==> config.mk <==
export PLATFORM = sky130hd
export DESIGN_NAME = rv_core
export DESIGN_NICKNAME = d
export VERILOG_FILES = /design/src/alu_pkg.sv /design/src/isa_pkg.sv /design/src/ex_stage.sv /design/src/id_stage.sv /design/src/reg_file.sv /design/src/rv_core.sv
export SDC_FILE = /design/constraint.sdc
export NUM_CORES = 2
export LEC_CHECK = 0
export BUFFER_PORTS_ARGS = -buffer_cell sky130_fd_sc_hd__buf_2
export CAP_MARGIN = 20
export CELL_PAD_IN_SITES_DETAIL_PLACEMENT = 2
export CELL_PAD_IN_SITES_GLOBAL_PLACEMENT = 2
export CORE_UTILIZATION = 30
export DETAILED_ROUTE_END_ITERATION = 12
export GPL_ROUTABILITY_DRIVEN = 1
export PLACE_DENSITY_LB_ADDON = 0.1
export SLEW_MARGIN = 10
export SYNTH_ARGS = -nofsm -noshare
export SYNTH_HDL_FRONTEND = slang
export SYNTH_SLANG_ARGS = --single-unit
==> constraint.sdc <==
create_clock -name clk -period 5.1 [get_ports clk]
set_input_delay 0.765 -clock clk [delete_from_list [all_inputs] [get_ports clk]]
set_output_delay 0.765 -clock clk [all_outputs]
set_load 0.01 [all_outputs]
==> src/alu_pkg.sv <==
package alu_pkg;

	localparam int WORD_W  = 32;
	localparam int SHAMT_W = 5;

	localparam logic [WORD_W-1:0] ZERO_WORD = '0;

	typedef enum logic [3:0] {
		EX_NOP_OP  = 4'd0,
		EX_ADD_OP  = 4'd1,
		EX_SUB_OP  = 4'd2,
		EX_SLT_OP  = 4'd3,
		EX_SLTU_OP = 4'd4,
		EX_AND_OP  = 4'd5,
		EX_OR_OP   = 4'd6,
		EX_XOR_OP  = 4'd7,
		EX_SLL_OP  = 4'd8,
		EX_SRL_OP  = 4'd9,
		EX_SRA_OP  = 4'd10
	} aluop_e;

	// Which ALU group drives the result
	typedef enum logic [1:0] {
		EX_RES_NONE  = 2'd0,
		EX_RES_LOGIC = 2'd1,
		EX_RES_SHIFT = 2'd2,
		EX_RES_ARITH = 2'd3
	} alusel_e;

endpackage

==> src/isa_pkg.sv <==
package isa_pkg;

	// Register address width for a 32-entry file
	localparam int REG_ADDR_W = 5;

	// Major opcodes handled by the core
	localparam logic [6:0] OPC_OP     = 7'b0110011;
	localparam logic [6:0] OPC_OP_IMM = 7'b0010011;

	// funct3 encodings shared by OP and OP-IMM
	localparam logic [2:0] F3_ADD_SUB = 3'b000;
	localparam logic [2:0] F3_SLL     = 3'b001;
	localparam logic [2:0] F3_SLT     = 3'b010;
	localparam logic [2:0] F3_SLTU    = 3'b011;
	localparam logic [2:0] F3_XOR     = 3'b100;
	localparam logic [2:0] F3_SRL_SRA = 3'b101;
	localparam logic [2:0] F3_OR      = 3'b110;
	localparam logic [2:0] F3_AND     = 3'b111;

	// Selects SUB and SRA/SRAI
	localparam logic [6:0] F7_ALT = 7'b0100000;

	typedef struct packed {
		logic [6:0]            funct7;
		logic [REG_ADDR_W-1:0] rs2;
		logic [REG_ADDR_W-1:0] rs1;
		logic [2:0]            funct3;
		logic [REG_ADDR_W-1:0] rd;
		logic [6:0]            opcode;
	} r_type_t;

	typedef struct packed {
		logic [11:0]           imm;
		logic [REG_ADDR_W-1:0] rs1;
		logic [2:0]            funct3;
		logic [REG_ADDR_W-1:0] rd;
		logic [6:0]            opcode;
	} i_type_t;

	// Same 32 bits seen as either format
	typedef union packed {
		r_type_t r_view;
		i_type_t i_view;
	} instr_t;

endpackage

==> src/ex_stage.sv <==
`timescale 1ns/10ps

module ex_stage (
	input  logic                           clk,
	input  logic                           rst,
	input  alu_pkg::aluop_e                aluop_i,
	input  alu_pkg::alusel_e               alusel_i,
	input  logic [alu_pkg::WORD_W-1:0]     op1_i,
	input  logic [alu_pkg::WORD_W-1:0]     op2_i,
	input  logic                           w_enable_i,
	input  logic [isa_pkg::REG_ADDR_W-1:0] w_addr_i,
	output logic                           ex_fwd_enable_o,
	output logic [isa_pkg::REG_ADDR_W-1:0] ex_fwd_addr_o,
	output logic [alu_pkg::WORD_W-1:0]     ex_fwd_data_o,
	output logic                           wb_enable_o,
	output logic [isa_pkg::REG_ADDR_W-1:0] wb_addr_o,
	output logic [alu_pkg::WORD_W-1:0]     wb_data_o
);

	logic [alu_pkg::WORD_W-1:0]  op2_mux;
	logic [alu_pkg::WORD_W-1:0]  sum_res;
	logic                        lt_res;
	logic [alu_pkg::SHAMT_W-1:0] shamt;
	logic [alu_pkg::WORD_W-1:0]  arith_res;
	logic [alu_pkg::WORD_W-1:0]  logic_res;
	logic [alu_pkg::WORD_W-1:0]  shift_res;
	logic [alu_pkg::WORD_W-1:0]  result;

	// Subtract as add of the two's complement
	assign op2_mux = (aluop_i == alu_pkg::EX_SUB_OP) ? (~op2_i + 1'b1) : op2_i;
	assign sum_res = op1_i + op2_mux;
	assign lt_res  = (aluop_i == alu_pkg::EX_SLT_OP) ? ($signed(op1_i) < $signed(op2_i)) :
		(op1_i < op2_i);
	assign shamt   = op2_i[alu_pkg::SHAMT_W-1:0];

	always_comb
	begin
		case (aluop_i)
			alu_pkg::EX_ADD_OP, alu_pkg::EX_SUB_OP:
				arith_res = sum_res;
			alu_pkg::EX_SLT_OP, alu_pkg::EX_SLTU_OP:
				arith_res = {{(alu_pkg::WORD_W-1){1'b0}}, lt_res};
			default:
				arith_res = alu_pkg::ZERO_WORD;
		endcase
	end

	always_comb
	begin
		case (aluop_i)
			alu_pkg::EX_AND_OP: logic_res = op1_i & op2_i;
			alu_pkg::EX_OR_OP:  logic_res = op1_i | op2_i;
			alu_pkg::EX_XOR_OP: logic_res = op1_i ^ op2_i;
			default:            logic_res = alu_pkg::ZERO_WORD;
		endcase
	end

	always_comb
	begin
		case (aluop_i)
			alu_pkg::EX_SLL_OP: shift_res = op1_i << shamt;
			alu_pkg::EX_SRL_OP: shift_res = op1_i >> shamt;
			// Arithmetic shift copies the sign bit in from the left
			alu_pkg::EX_SRA_OP: shift_res = $unsigned($signed(op1_i) >>> shamt);
			default:            shift_res = alu_pkg::ZERO_WORD;
		endcase
	end

	always_comb
	begin
		case (alusel_i)
			alu_pkg::EX_RES_ARITH: result = arith_res;
			alu_pkg::EX_RES_LOGIC: result = logic_res;
			alu_pkg::EX_RES_SHIFT: result = shift_res;
			default:               result = alu_pkg::ZERO_WORD;
		endcase
	end

	// Result offered to decode in the same cycle
	assign ex_fwd_enable_o = w_enable_i;
	assign ex_fwd_addr_o   = w_addr_i;
	assign ex_fwd_data_o   = result;

	always_ff @(posedge clk)
	begin
		if (rst)
		begin
			wb_enable_o <= 1'b0;
			wb_addr_o   <= '0;
			wb_data_o   <= alu_pkg::ZERO_WORD;
		end
		else
		begin
			wb_enable_o <= w_enable_i;
			wb_addr_o   <= w_addr_i;
			wb_data_o   <= result;
		end
	end

endmodule

==> src/id_stage.sv <==
`timescale 1ns/10ps

module id_stage (
	input  logic                           clk,
	input  logic                           rst,
	input  logic                           instr_valid_i,
	input  logic [31:0]                    instr_i,
	output logic [isa_pkg::REG_ADDR_W-1:0] rs1_addr_o,
	output logic [isa_pkg::REG_ADDR_W-1:0] rs2_addr_o,
	input  logic [alu_pkg::WORD_W-1:0]     rs1_data_i,
	input  logic [alu_pkg::WORD_W-1:0]     rs2_data_i,
	input  logic                           ex_fwd_enable_i,
	input  logic [isa_pkg::REG_ADDR_W-1:0] ex_fwd_addr_i,
	input  logic [alu_pkg::WORD_W-1:0]     ex_fwd_data_i,
	input  logic                           wb_enable_i,
	input  logic [isa_pkg::REG_ADDR_W-1:0] wb_addr_i,
	input  logic [alu_pkg::WORD_W-1:0]     wb_data_i,
	output alu_pkg::aluop_e                aluop_o,
	output alu_pkg::alusel_e               alusel_o,
	output logic [alu_pkg::WORD_W-1:0]     op1_o,
	output logic [alu_pkg::WORD_W-1:0]     op2_o,
	output logic                           w_enable_o,
	output logic [isa_pkg::REG_ADDR_W-1:0] w_addr_o
);

	isa_pkg::instr_t            instr;
	logic                       is_op;
	logic                       is_imm;
	logic                       alt_r;
	logic                       alt_i;
	alu_pkg::aluop_e            dec_aluop;
	alu_pkg::alusel_e           dec_alusel;
	logic [alu_pkg::WORD_W-1:0] imm_op2;
	logic [alu_pkg::WORD_W-1:0] src1;
	logic [alu_pkg::WORD_W-1:0] src2;

	assign instr  = instr_i;
	assign is_op  = (instr.r_view.opcode == isa_pkg::OPC_OP);
	assign is_imm = (instr.i_view.opcode == isa_pkg::OPC_OP_IMM);
	assign alt_r  = (instr.r_view.funct7 == isa_pkg::F7_ALT);
	// SRAI carries the alternate marker in the upper immediate bits
	assign alt_i  = (instr.i_view.imm[11:5] == isa_pkg::F7_ALT);

	assign rs1_addr_o = instr.r_view.rs1;
	assign rs2_addr_o = instr.r_view.rs2;

	always_comb
	begin
		dec_aluop  = alu_pkg::EX_NOP_OP;
		dec_alusel = alu_pkg::EX_RES_NONE;
		if (is_op || is_imm)
		begin
			case (instr.r_view.funct3)
				isa_pkg::F3_ADD_SUB:
				begin
					dec_aluop  = (is_op && alt_r) ? alu_pkg::EX_SUB_OP : alu_pkg::EX_ADD_OP;
					dec_alusel = alu_pkg::EX_RES_ARITH;
				end
				isa_pkg::F3_SLT:
				begin
					dec_aluop  = alu_pkg::EX_SLT_OP;
					dec_alusel = alu_pkg::EX_RES_ARITH;
				end
				isa_pkg::F3_SLTU:
				begin
					dec_aluop  = alu_pkg::EX_SLTU_OP;
					dec_alusel = alu_pkg::EX_RES_ARITH;
				end
				isa_pkg::F3_XOR:
				begin
					dec_aluop  = alu_pkg::EX_XOR_OP;
					dec_alusel = alu_pkg::EX_RES_LOGIC;
				end
				isa_pkg::F3_OR:
				begin
					dec_aluop  = alu_pkg::EX_OR_OP;
					dec_alusel = alu_pkg::EX_RES_LOGIC;
				end
				isa_pkg::F3_AND:
				begin
					dec_aluop  = alu_pkg::EX_AND_OP;
					dec_alusel = alu_pkg::EX_RES_LOGIC;
				end
				isa_pkg::F3_SLL:
				begin
					dec_aluop  = alu_pkg::EX_SLL_OP;
					dec_alusel = alu_pkg::EX_RES_SHIFT;
				end
				default:
				begin
					dec_aluop  = (is_op ? alt_r : alt_i) ? alu_pkg::EX_SRA_OP : alu_pkg::EX_SRL_OP;
					dec_alusel = alu_pkg::EX_RES_SHIFT;
				end
			endcase
		end
	end

	// Immediate shifts take only the shamt field
	assign imm_op2 = (dec_alusel == alu_pkg::EX_RES_SHIFT) ?
		{{(alu_pkg::WORD_W-alu_pkg::SHAMT_W){1'b0}}, instr.i_view.imm[alu_pkg::SHAMT_W-1:0]} :
		{{(alu_pkg::WORD_W-12){instr.i_view.imm[11]}}, instr.i_view.imm};

	// Newest producer wins, x0 always reads from the file
	function automatic logic [alu_pkg::WORD_W-1:0] fwd_select(
		input logic [isa_pkg::REG_ADDR_W-1:0] addr,
		input logic [alu_pkg::WORD_W-1:0]     rf_data
	);
		if (addr == '0)
			return rf_data;
		if (ex_fwd_enable_i && ex_fwd_addr_i == addr)
			return ex_fwd_data_i;
		if (wb_enable_i && wb_addr_i == addr)
			return wb_data_i;
		return rf_data;
	endfunction

	assign src1 = fwd_select(instr.r_view.rs1, rs1_data_i);
	assign src2 = is_op ? fwd_select(instr.r_view.rs2, rs2_data_i) : imm_op2;

	always_ff @(posedge clk)
	begin
		if (rst)
		begin
			aluop_o    <= alu_pkg::EX_NOP_OP;
			alusel_o   <= alu_pkg::EX_RES_NONE;
			op1_o      <= alu_pkg::ZERO_WORD;
			op2_o      <= alu_pkg::ZERO_WORD;
			w_enable_o <= 1'b0;
			w_addr_o   <= '0;
		end
		else
		begin
			aluop_o    <= dec_aluop;
			alusel_o   <= dec_alusel;
			op1_o      <= src1;
			op2_o      <= src2;
			w_enable_o <= instr_valid_i && (is_op || is_imm) && (instr.r_view.rd != '0);
			w_addr_o   <= instr.r_view.rd;
		end
	end

endmodule

==> src/reg_file.sv <==
`timescale 1ns/10ps

module reg_file #(
	parameter int NUM_REGS = 32
) (
	input  logic                           clk,
	input  logic                           rst,
	input  logic [isa_pkg::REG_ADDR_W-1:0] rs1_addr_i,
	input  logic [isa_pkg::REG_ADDR_W-1:0] rs2_addr_i,
	input  logic                           w_enable_i,
	input  logic [isa_pkg::REG_ADDR_W-1:0] w_addr_i,
	input  logic [alu_pkg::WORD_W-1:0]     w_data_i,
	output logic [alu_pkg::WORD_W-1:0]     rs1_data_o,
	output logic [alu_pkg::WORD_W-1:0]     rs2_data_o
);

	localparam int IDX_W = $clog2(NUM_REGS);

	logic [alu_pkg::WORD_W-1:0] regs [NUM_REGS];

	// x0 and anything past the end of the file are not real storage
	function automatic logic addr_ok(input logic [isa_pkg::REG_ADDR_W-1:0] addr);
		return (addr != '0) && (int'(addr) < NUM_REGS);
	endfunction

	always_ff @(posedge clk)
	begin
		if (rst)
		begin
			for (int i = 0; i < NUM_REGS; i++)
			begin
				regs[i] <= alu_pkg::ZERO_WORD;
			end
		end
		else if (w_enable_i && addr_ok(w_addr_i))
		begin
			regs[w_addr_i[IDX_W-1:0]] <= w_data_i;
		end
	end

	// Combinational reads
	assign rs1_data_o = addr_ok(rs1_addr_i) ? regs[rs1_addr_i[IDX_W-1:0]] : alu_pkg::ZERO_WORD;
	assign rs2_data_o = addr_ok(rs2_addr_i) ? regs[rs2_addr_i[IDX_W-1:0]] : alu_pkg::ZERO_WORD;

endmodule

==> src/rv_core.sv <==
`timescale 1ns/10ps

module rv_core #(
	parameter int NUM_REGS = 32
) (
	input  logic                           clk,
	input  logic                           rst,
	input  logic                           instr_valid_i,
	input  logic [31:0]                    instr_i,
	output logic                           wb_enable_o,
	output logic [isa_pkg::REG_ADDR_W-1:0] wb_addr_o,
	output logic [alu_pkg::WORD_W-1:0]     wb_data_o
);

	logic [isa_pkg::REG_ADDR_W-1:0] rs1_addr;
	logic [isa_pkg::REG_ADDR_W-1:0] rs2_addr;
	logic [alu_pkg::WORD_W-1:0]     rs1_data;
	logic [alu_pkg::WORD_W-1:0]     rs2_data;

	// ID/EX register contents
	alu_pkg::aluop_e                aluop;
	alu_pkg::alusel_e               alusel;
	logic [alu_pkg::WORD_W-1:0]     op1;
	logic [alu_pkg::WORD_W-1:0]     op2;
	logic                           w_enable;
	logic [isa_pkg::REG_ADDR_W-1:0] w_addr;

	// EX result fed back for forwarding
	logic                           ex_fwd_enable;
	logic [isa_pkg::REG_ADDR_W-1:0] ex_fwd_addr;
	logic [alu_pkg::WORD_W-1:0]     ex_fwd_data;

	id_stage u_id_stage (
		.clk             (clk),
		.rst             (rst),
		.instr_valid_i   (instr_valid_i),
		.instr_i         (instr_i),
		.rs1_addr_o      (rs1_addr),
		.rs2_addr_o      (rs2_addr),
		.rs1_data_i      (rs1_data),
		.rs2_data_i      (rs2_data),
		.ex_fwd_enable_i (ex_fwd_enable),
		.ex_fwd_addr_i   (ex_fwd_addr),
		.ex_fwd_data_i   (ex_fwd_data),
		.wb_enable_i     (wb_enable_o),
		.wb_addr_i       (wb_addr_o),
		.wb_data_i       (wb_data_o),
		.aluop_o         (aluop),
		.alusel_o        (alusel),
		.op1_o           (op1),
		.op2_o           (op2),
		.w_enable_o      (w_enable),
		.w_addr_o        (w_addr)
	);

	ex_stage u_ex_stage (
		.clk             (clk),
		.rst             (rst),
		.aluop_i         (aluop),
		.alusel_i        (alusel),
		.op1_i           (op1),
		.op2_i           (op2),
		.w_enable_i      (w_enable),
		.w_addr_i        (w_addr),
		.ex_fwd_enable_o (ex_fwd_enable),
		.ex_fwd_addr_o   (ex_fwd_addr),
		.ex_fwd_data_o   (ex_fwd_data),
		.wb_enable_o     (wb_enable_o),
		.wb_addr_o       (wb_addr_o),
		.wb_data_o       (wb_data_o)
	);

	// Write port driven straight from EX/WB
	reg_file #(
		.NUM_REGS (NUM_REGS)
	) u_reg_file (
		.clk        (clk),
		.rst        (rst),
		.rs1_addr_i (rs1_addr),
		.rs2_addr_i (rs2_addr),
		.w_enable_i (wb_enable_o),
		.w_addr_i   (wb_addr_o),
		.w_data_i   (wb_data_o),
		.rs1_data_o (rs1_data),
		.rs2_data_o (rs2_data)
	);

endmodule

# Word-level counts from Yosys, hierarchy flattened
# Memories as Yosys holds them, arrays and structs flattened.
# Cells that the tools add are included.
# word_totals
reg_bits	114
mem_bits_rw	1024
in_bits	35
out_inout_bits	38
wordCells	118
memories	1
# op_classes
add_sub_neg	2
order_cmp	2
n_eq_ne	27
shift	3
mux	47
bitwise	5
n_reduce_logical	22
# memory_table
name	words	word_bits	rd	rd_ports_with_merged_regs	wr	line_no	text
u_reg_file.regs	32	32	2	0	32	reg_file.sv:19	logic [alu_pkg::WORD_W-1:0] regs [NUM_REGS];
# ops
operator	count
$mux 32	18
$pmux 32 s3	3
$lt 32x32->1	2
$pmux 32 s2	1
$add 32x1->32 const B	1
$add 32x32->32	1
$and 32x32->32	1
$not 32->32	1
$or 32x32->32	1
$reduce_or 32->1	1
$shl 32x5->32	1
$shr 32x5->32	1
$sshr 32x5->32	1
$xor 32x32->32	1
$pmux 4 s7	1
$eq 5x5->1	4
$reduce_bool 5->1	4
$mux 1	19
$eq 4x3->1 const B	4
$eq 7x6->1 const B	2
$eq 4x4->1 const B	3
$logic_not 5->1	2
$eq 3x3->1 const B	3
$eq 4x2->1 const B	2
15 further kinds	30

# Longest topological paths before layout
# depth
ltp_word	12
ltp_mapped	22

# Modules after synthesis
# Synthesis repeated with hierarchy kept, for this count alone.
# hier_totals
cells_unflattened	5334
area_unflattened_um2	68794.7
# by_module_without_submodules
mod	instances	cells_per_inst	area_per_inst_um2	seq_area_each_um2
reg_file	1	3502	54253.3	30749.5
ex_stage	1	1366	10354.9	760.7
id_stage	1	466	4186.5	1521.5

# Worst setup path after synthesis
# OpenSTA, ideal clock, no wires.
# synth_path
kind	register to register
start	register u_id_stage.op2_o[0] (netlist bit)
end	register u_ex_stage.wb_data_o[30] (netlist bit)
setup_time_ps	106
arrival_ps	4522
slack_ps	472
path_stages_with_launch	22
path_cell_list	dfxtp_1 -> buf_4 -> buf_6 -> buf_6 -> buf_2 -> inv_1 -> ha_1 -> nand3_1 -> nor4_2 -> nand4_1 -> o21ai_0 -> nand2_1 -> xnor2_1 -> ha_1 -> buf_4 -> and3_1 -> nand2_1 -> or3_1 -> or4_1 -> o211a_1 -> or4_1 -> o311ai_0
# synth_between
elab_chain_len	6
word_cells_on_any_way	10
classes_between	add/sub (2); shift (3); mux (4); bitwise (1)
# synth_lines
element	line_no	text
from (decl)	id_stage.sv:21	output logic [alu_pkg::WORD_W-1:0] op2_o,
from (signal assigned)	id_stage.sv:127	op2_o <= alu_pkg::ZERO_WORD;
from (signal assigned)	id_stage.sv:136	op2_o <= src2;
$not 32->32	ex_stage.sv:30	assign op2_mux = (aluop_i == alu_pkg::EX_SUB_OP) ? (~op2_i + 1'b1) : op2_i;
$add 32x1->32	ex_stage.sv:30	
$mux 32	ex_stage.sv:30	
$add 32x32->32	ex_stage.sv:31	assign sum_res = op1_i + op2_mux;
$pmux 32 s2	ex_stage.sv:38	case (aluop_i)
$pmux 32 s3 (*)	ex_stage.sv:71	case (alusel_i)
to (signal assigned)	ex_stage.sv:90	wb_data_o <= alu_pkg::ZERO_WORD;
to (signal assigned)	ex_stage.sv:96	wb_data_o <= result;
to (decl)	ex_stage.sv:17	output logic [alu_pkg::WORD_W-1:0] wb_data_o
# Mark *: on every way between the ends. The rest lies on a longest branch, timed or not.
# A chain may end at the register's enable or synchronous reset.

# Worst setup path after layout
# layout_path
start	register u_id_stage.op2_o[10] (netlist bit)
end	register u_ex_stage.wb_data_o[30] (netlist bit)
# layout_between
elab_chain_len	6
# layout_lines
element	line_no
$not 32->32	ex_stage.sv:30
$add 32x1->32	ex_stage.sv:30
$mux 32 (*)	ex_stage.sv:30
$add 32x32->32 (*)	ex_stage.sv:31
$pmux 32 s2 (*)	ex_stage.sv:38
$pmux 32 s3 (*)	ex_stage.sv:71
# Marks and branches as above.

==> results.toml <==
[status]
status = "complete, but fails checks"
violations = "design-rule violations"

[sta]
worst_pin_slew_ps = 1170
final_hold_viol_count = 0
period_share_pct = 93.4
rsz0062_at_grt = "false"
setup_viol = 0
fin_skew_ps = 40.3
hold_slack_ps = 196
fmax_ghz = 0.210
relSlewSlack_pct = 22.0
fin_setup_tns_ps = 0
maxSlewViolCount = 0
min_period_ps = 4760

[final_layout]
final_nets = 5474
layout.area.seq_mm2 = 0.0330
area_growth_pct = 14.2
drive_gt1_share_pct = 22.5
final_cell_area_mm2 = 0.0777
multiInputGateArea_mm2 = 0.0331
final_cells = 8434
fillers = 23115
utilization_pct = 34.5

[floorplan]
initial_core_util_pct = 30.2
die_w_um = 478
io_pins = 73
rows = 174
die_h_um = 478
dieArea_mm2 = 0.229
core_mm2 = 0.225

[routing]
drc = 6
wirelength_um = 315000
drtIter0Drc = 4863
avgRoutedWirePerCell_um = 37.4
dr.pass1.iters = 11
detail_route.vias_per_cell = 5.83
antenna_left = 0
vias = 49195

[setup_path]
path_max_fanout = 7
cpMaxStageDelayCell = "or4_4"
startpoint_type = "flop"
path_cells = "or4_4 -> nor4_2 -> nand3_1 -> nor3_1 -> a21oi_1 -> xnor2_1 -> ha_1 -> and3_1 -> nand2_1 -> or3_1 -> or4_1 -> o211a_1 -> or4_1 -> o311ai_0"
critPathCaptureType = "flop"
critPathBufInv = 0
critical_path_class = "flop to flop"
worst-endpoint-required_ps = 5770
worstPathArrival_ps = 5430
critPathMaxStageDelay_ps = 560
path_delay_family = "simple AND/OR/NAND/NOR gates"
path_common_cell = "or4_1"

[clock_network]
post_cts_buffers = 0
numCtsBuffers = 148
ctsHoldBuffers = 0
cts_tree = "built"
clockRootBuffer = "clkbuf_16"
ctsResizeCount = 0
h-tree-depth = 4
clk_pin_slew_ps = 60
cts_max_path_buffers = 3
cts_sinks = 1138
clk_latency_ps = 830

[placement]
port_buffers = 72
dpl-instance-area_mm2 = 0.0731
dp.cells = 8147
gp_congestion = 0.865
dp_hpwl_um = 210000

[grt]
gr-total-overflow = 0
grt_pass1_wl_um = 437000
grt_pass1_vias = 52318
grt_max_degree = 66
grtUsageTotal_pct = 27.4
antenna_found_initial = 45

[synth]
yosys_warnings = 0
synth_top_family_by_area = "multiplexers"
ys_seq_elements = 1138
syn-cell-area_mm2 = 0.0680
synth_xor_area_share_pct = 0.951
synth_compound_gate_area_share_pct = 7.97
synth_edf_count = 1024
avgSynthCellArea_um2 = 12.8
yosys.area_share.adder_pct = 2.48
synthFlopType = "edfxtp_1"
synthMuxAreaShare_pct = 22.4
syn_inst = 5295
yosys.area_share.simple_pct = 13.8
seq_area_frac_synth_pct = 48.6
async_reset_ff_share_pct = 0
synth_cell_types = 88

[power_and_ir_drop]
ir_worst_vdd_v = 0.000305
p_leak_nw = 28.2
power.density_mw_per_mm2 = 306

[run]
max_cap_viol_count = 0

[hold_path]
hold_class = "input pin to flop"
[cell type report]
type | count | share of cell area (%)
multi-input combinational | 3585 | 42.6
clock buffer | 203 | 5.25
tap | 2992 | 4.82
sequential | 1138 | 42.5
clock inverter | 67 | 0.578
inverter | 93 | 0.459
antenna | 17 | 0.0547
timing repair buffer | 339 | 3.67
[metrics by stage]
stage / power, mW / setup slack, ps
detailed placement: 13.9 / 418
CTS: 24.0 / 360
floorplan: 12.5 / 472
global route: 24.4 / 75.9
global placement: 13.8 / 503
finish: 23.8 / 339
[cells in the final DEF (no fill, tap or decap), types with 62 or more instances in the layout]
cell and instances:
mux4_2 530, o21ai_0 123, buf_2 62, o221ai_1 104, nor3_1 65, edfxtp_1 1024
mux2i_1 282, a21oi_1 219, ha_1 133, buf_4 238, nand2_1 140, clkbuf_16 154
and2_1 1004, nor2_1 228, inv_1 86, dfxtp_1 108, o22ai_1 88
[cells in the mapped netlist, drive strengths merged (11+ instances only)]
cell,count,share of area [%]
nand2,143,0.79
mux4,530,18
xnor2,46,0.60
nand3,41,0.30
o21ai,161,1.2
xor2,27,0.35
mux2,45,0.74
nor2b,30,0.28
dfxtp,114,3.4
clkbuf,348,1.9
and3,14,0.13
nand2b,14,0.13
o221ai,104,1.3
o31ai,13,0.14
o32ai,12,0.15
mux2i,282,4.1
inv,90,0.50
nor4,18,0.18
ha,133,2.4
and2,1004,9.2
nand4,13,0.12
a211oi,40,0.44
a21o,25,0.28
nor3,68,0.52
o22ai,88,0.81
a221oi,11,0.14
a31oi,29,0.27
buf,162,1.4
edfxtp,1024,45
a21oi,219,1.6
nor2,259,1.4
o211ai,41,0.45
[kinds of logic after synthesis]
group	Yosys count
buffers and inverters	603
AOI/OAI and AO/OA	830
muxes	857
adders and majority gates	134
other	1
xor gates and xnor gates	73
DFF	1138
and+or+nand+nor	1659
[path summary, 6_finish.rpt]
path / from / end / slack (ps) / depth (start not counted)
setup / recovery: u_id_stage.op2_o[10]$_SDFF_PP0_ / u_ex_stage.wb_data_o[30]$_SDFF_PP0_ / 340 / 14
hold / removal: instr_i[14] / u_id_stage.alusel_o[1]$_SDFF_PP0_ / 200 / 2
setup reg to reg: u_id_stage.op2_o[10]$_SDFF_PP0_ / u_ex_stage.wb_data_o[30]$_SDFF_PP0_ / 340 / 14
hold reg to reg: u_id_stage.w_enable_o$_SDFF_PP0_ / u_ex_stage.wb_enable_o$_SDFF_PP0_ / 490 / 1
[worst register-to-register path, cell delays in order (launching register included)]
cell      delay, ps
dfxtp_1         340
or4_4           560
nor4_2          210
nand3_1         230
nor3_1          480
a21oi_1         170
xnor2_1         180
ha_1            440
and3_1          280
nand2_1         130
or3_1           350
or4_1           450
o211a_1         260
or4_1           400
o311ai_0        120
[registers in the layout (all words and copies together), names as in the netlist]
register	count
u_reg_file.regs	1024
u_id_stage.alusel_o	2
u_id_stage.op1_o	32
u_id_stage.w_enable_o	1
u_id_stage.op2_o	32
u_ex_stage.wb_enable_o	1
u_id_stage.aluop_o	4
u_ex_stage.wb_data_o	32
u_ex_stage.wb_addr_o	5
u_id_stage.w_addr_o	5
[report_power, final]
group          switching (mW)  total, mW  internal [mW]
logic                    1.88       3.00           1.11
registers               0.266       10.7           10.4
clock network            4.36       10.1           5.70
[per-layer routing]
layer	track usage, %	vias to the layer above	wire length, um
met5	0	-	67
met1	36.4	27009	135000
met2	46.4	1508	155000
met4	8.59	10	9820
li1	-	20243	-
met3	3.12	425	15300
(Power assumes the default switching activity.)
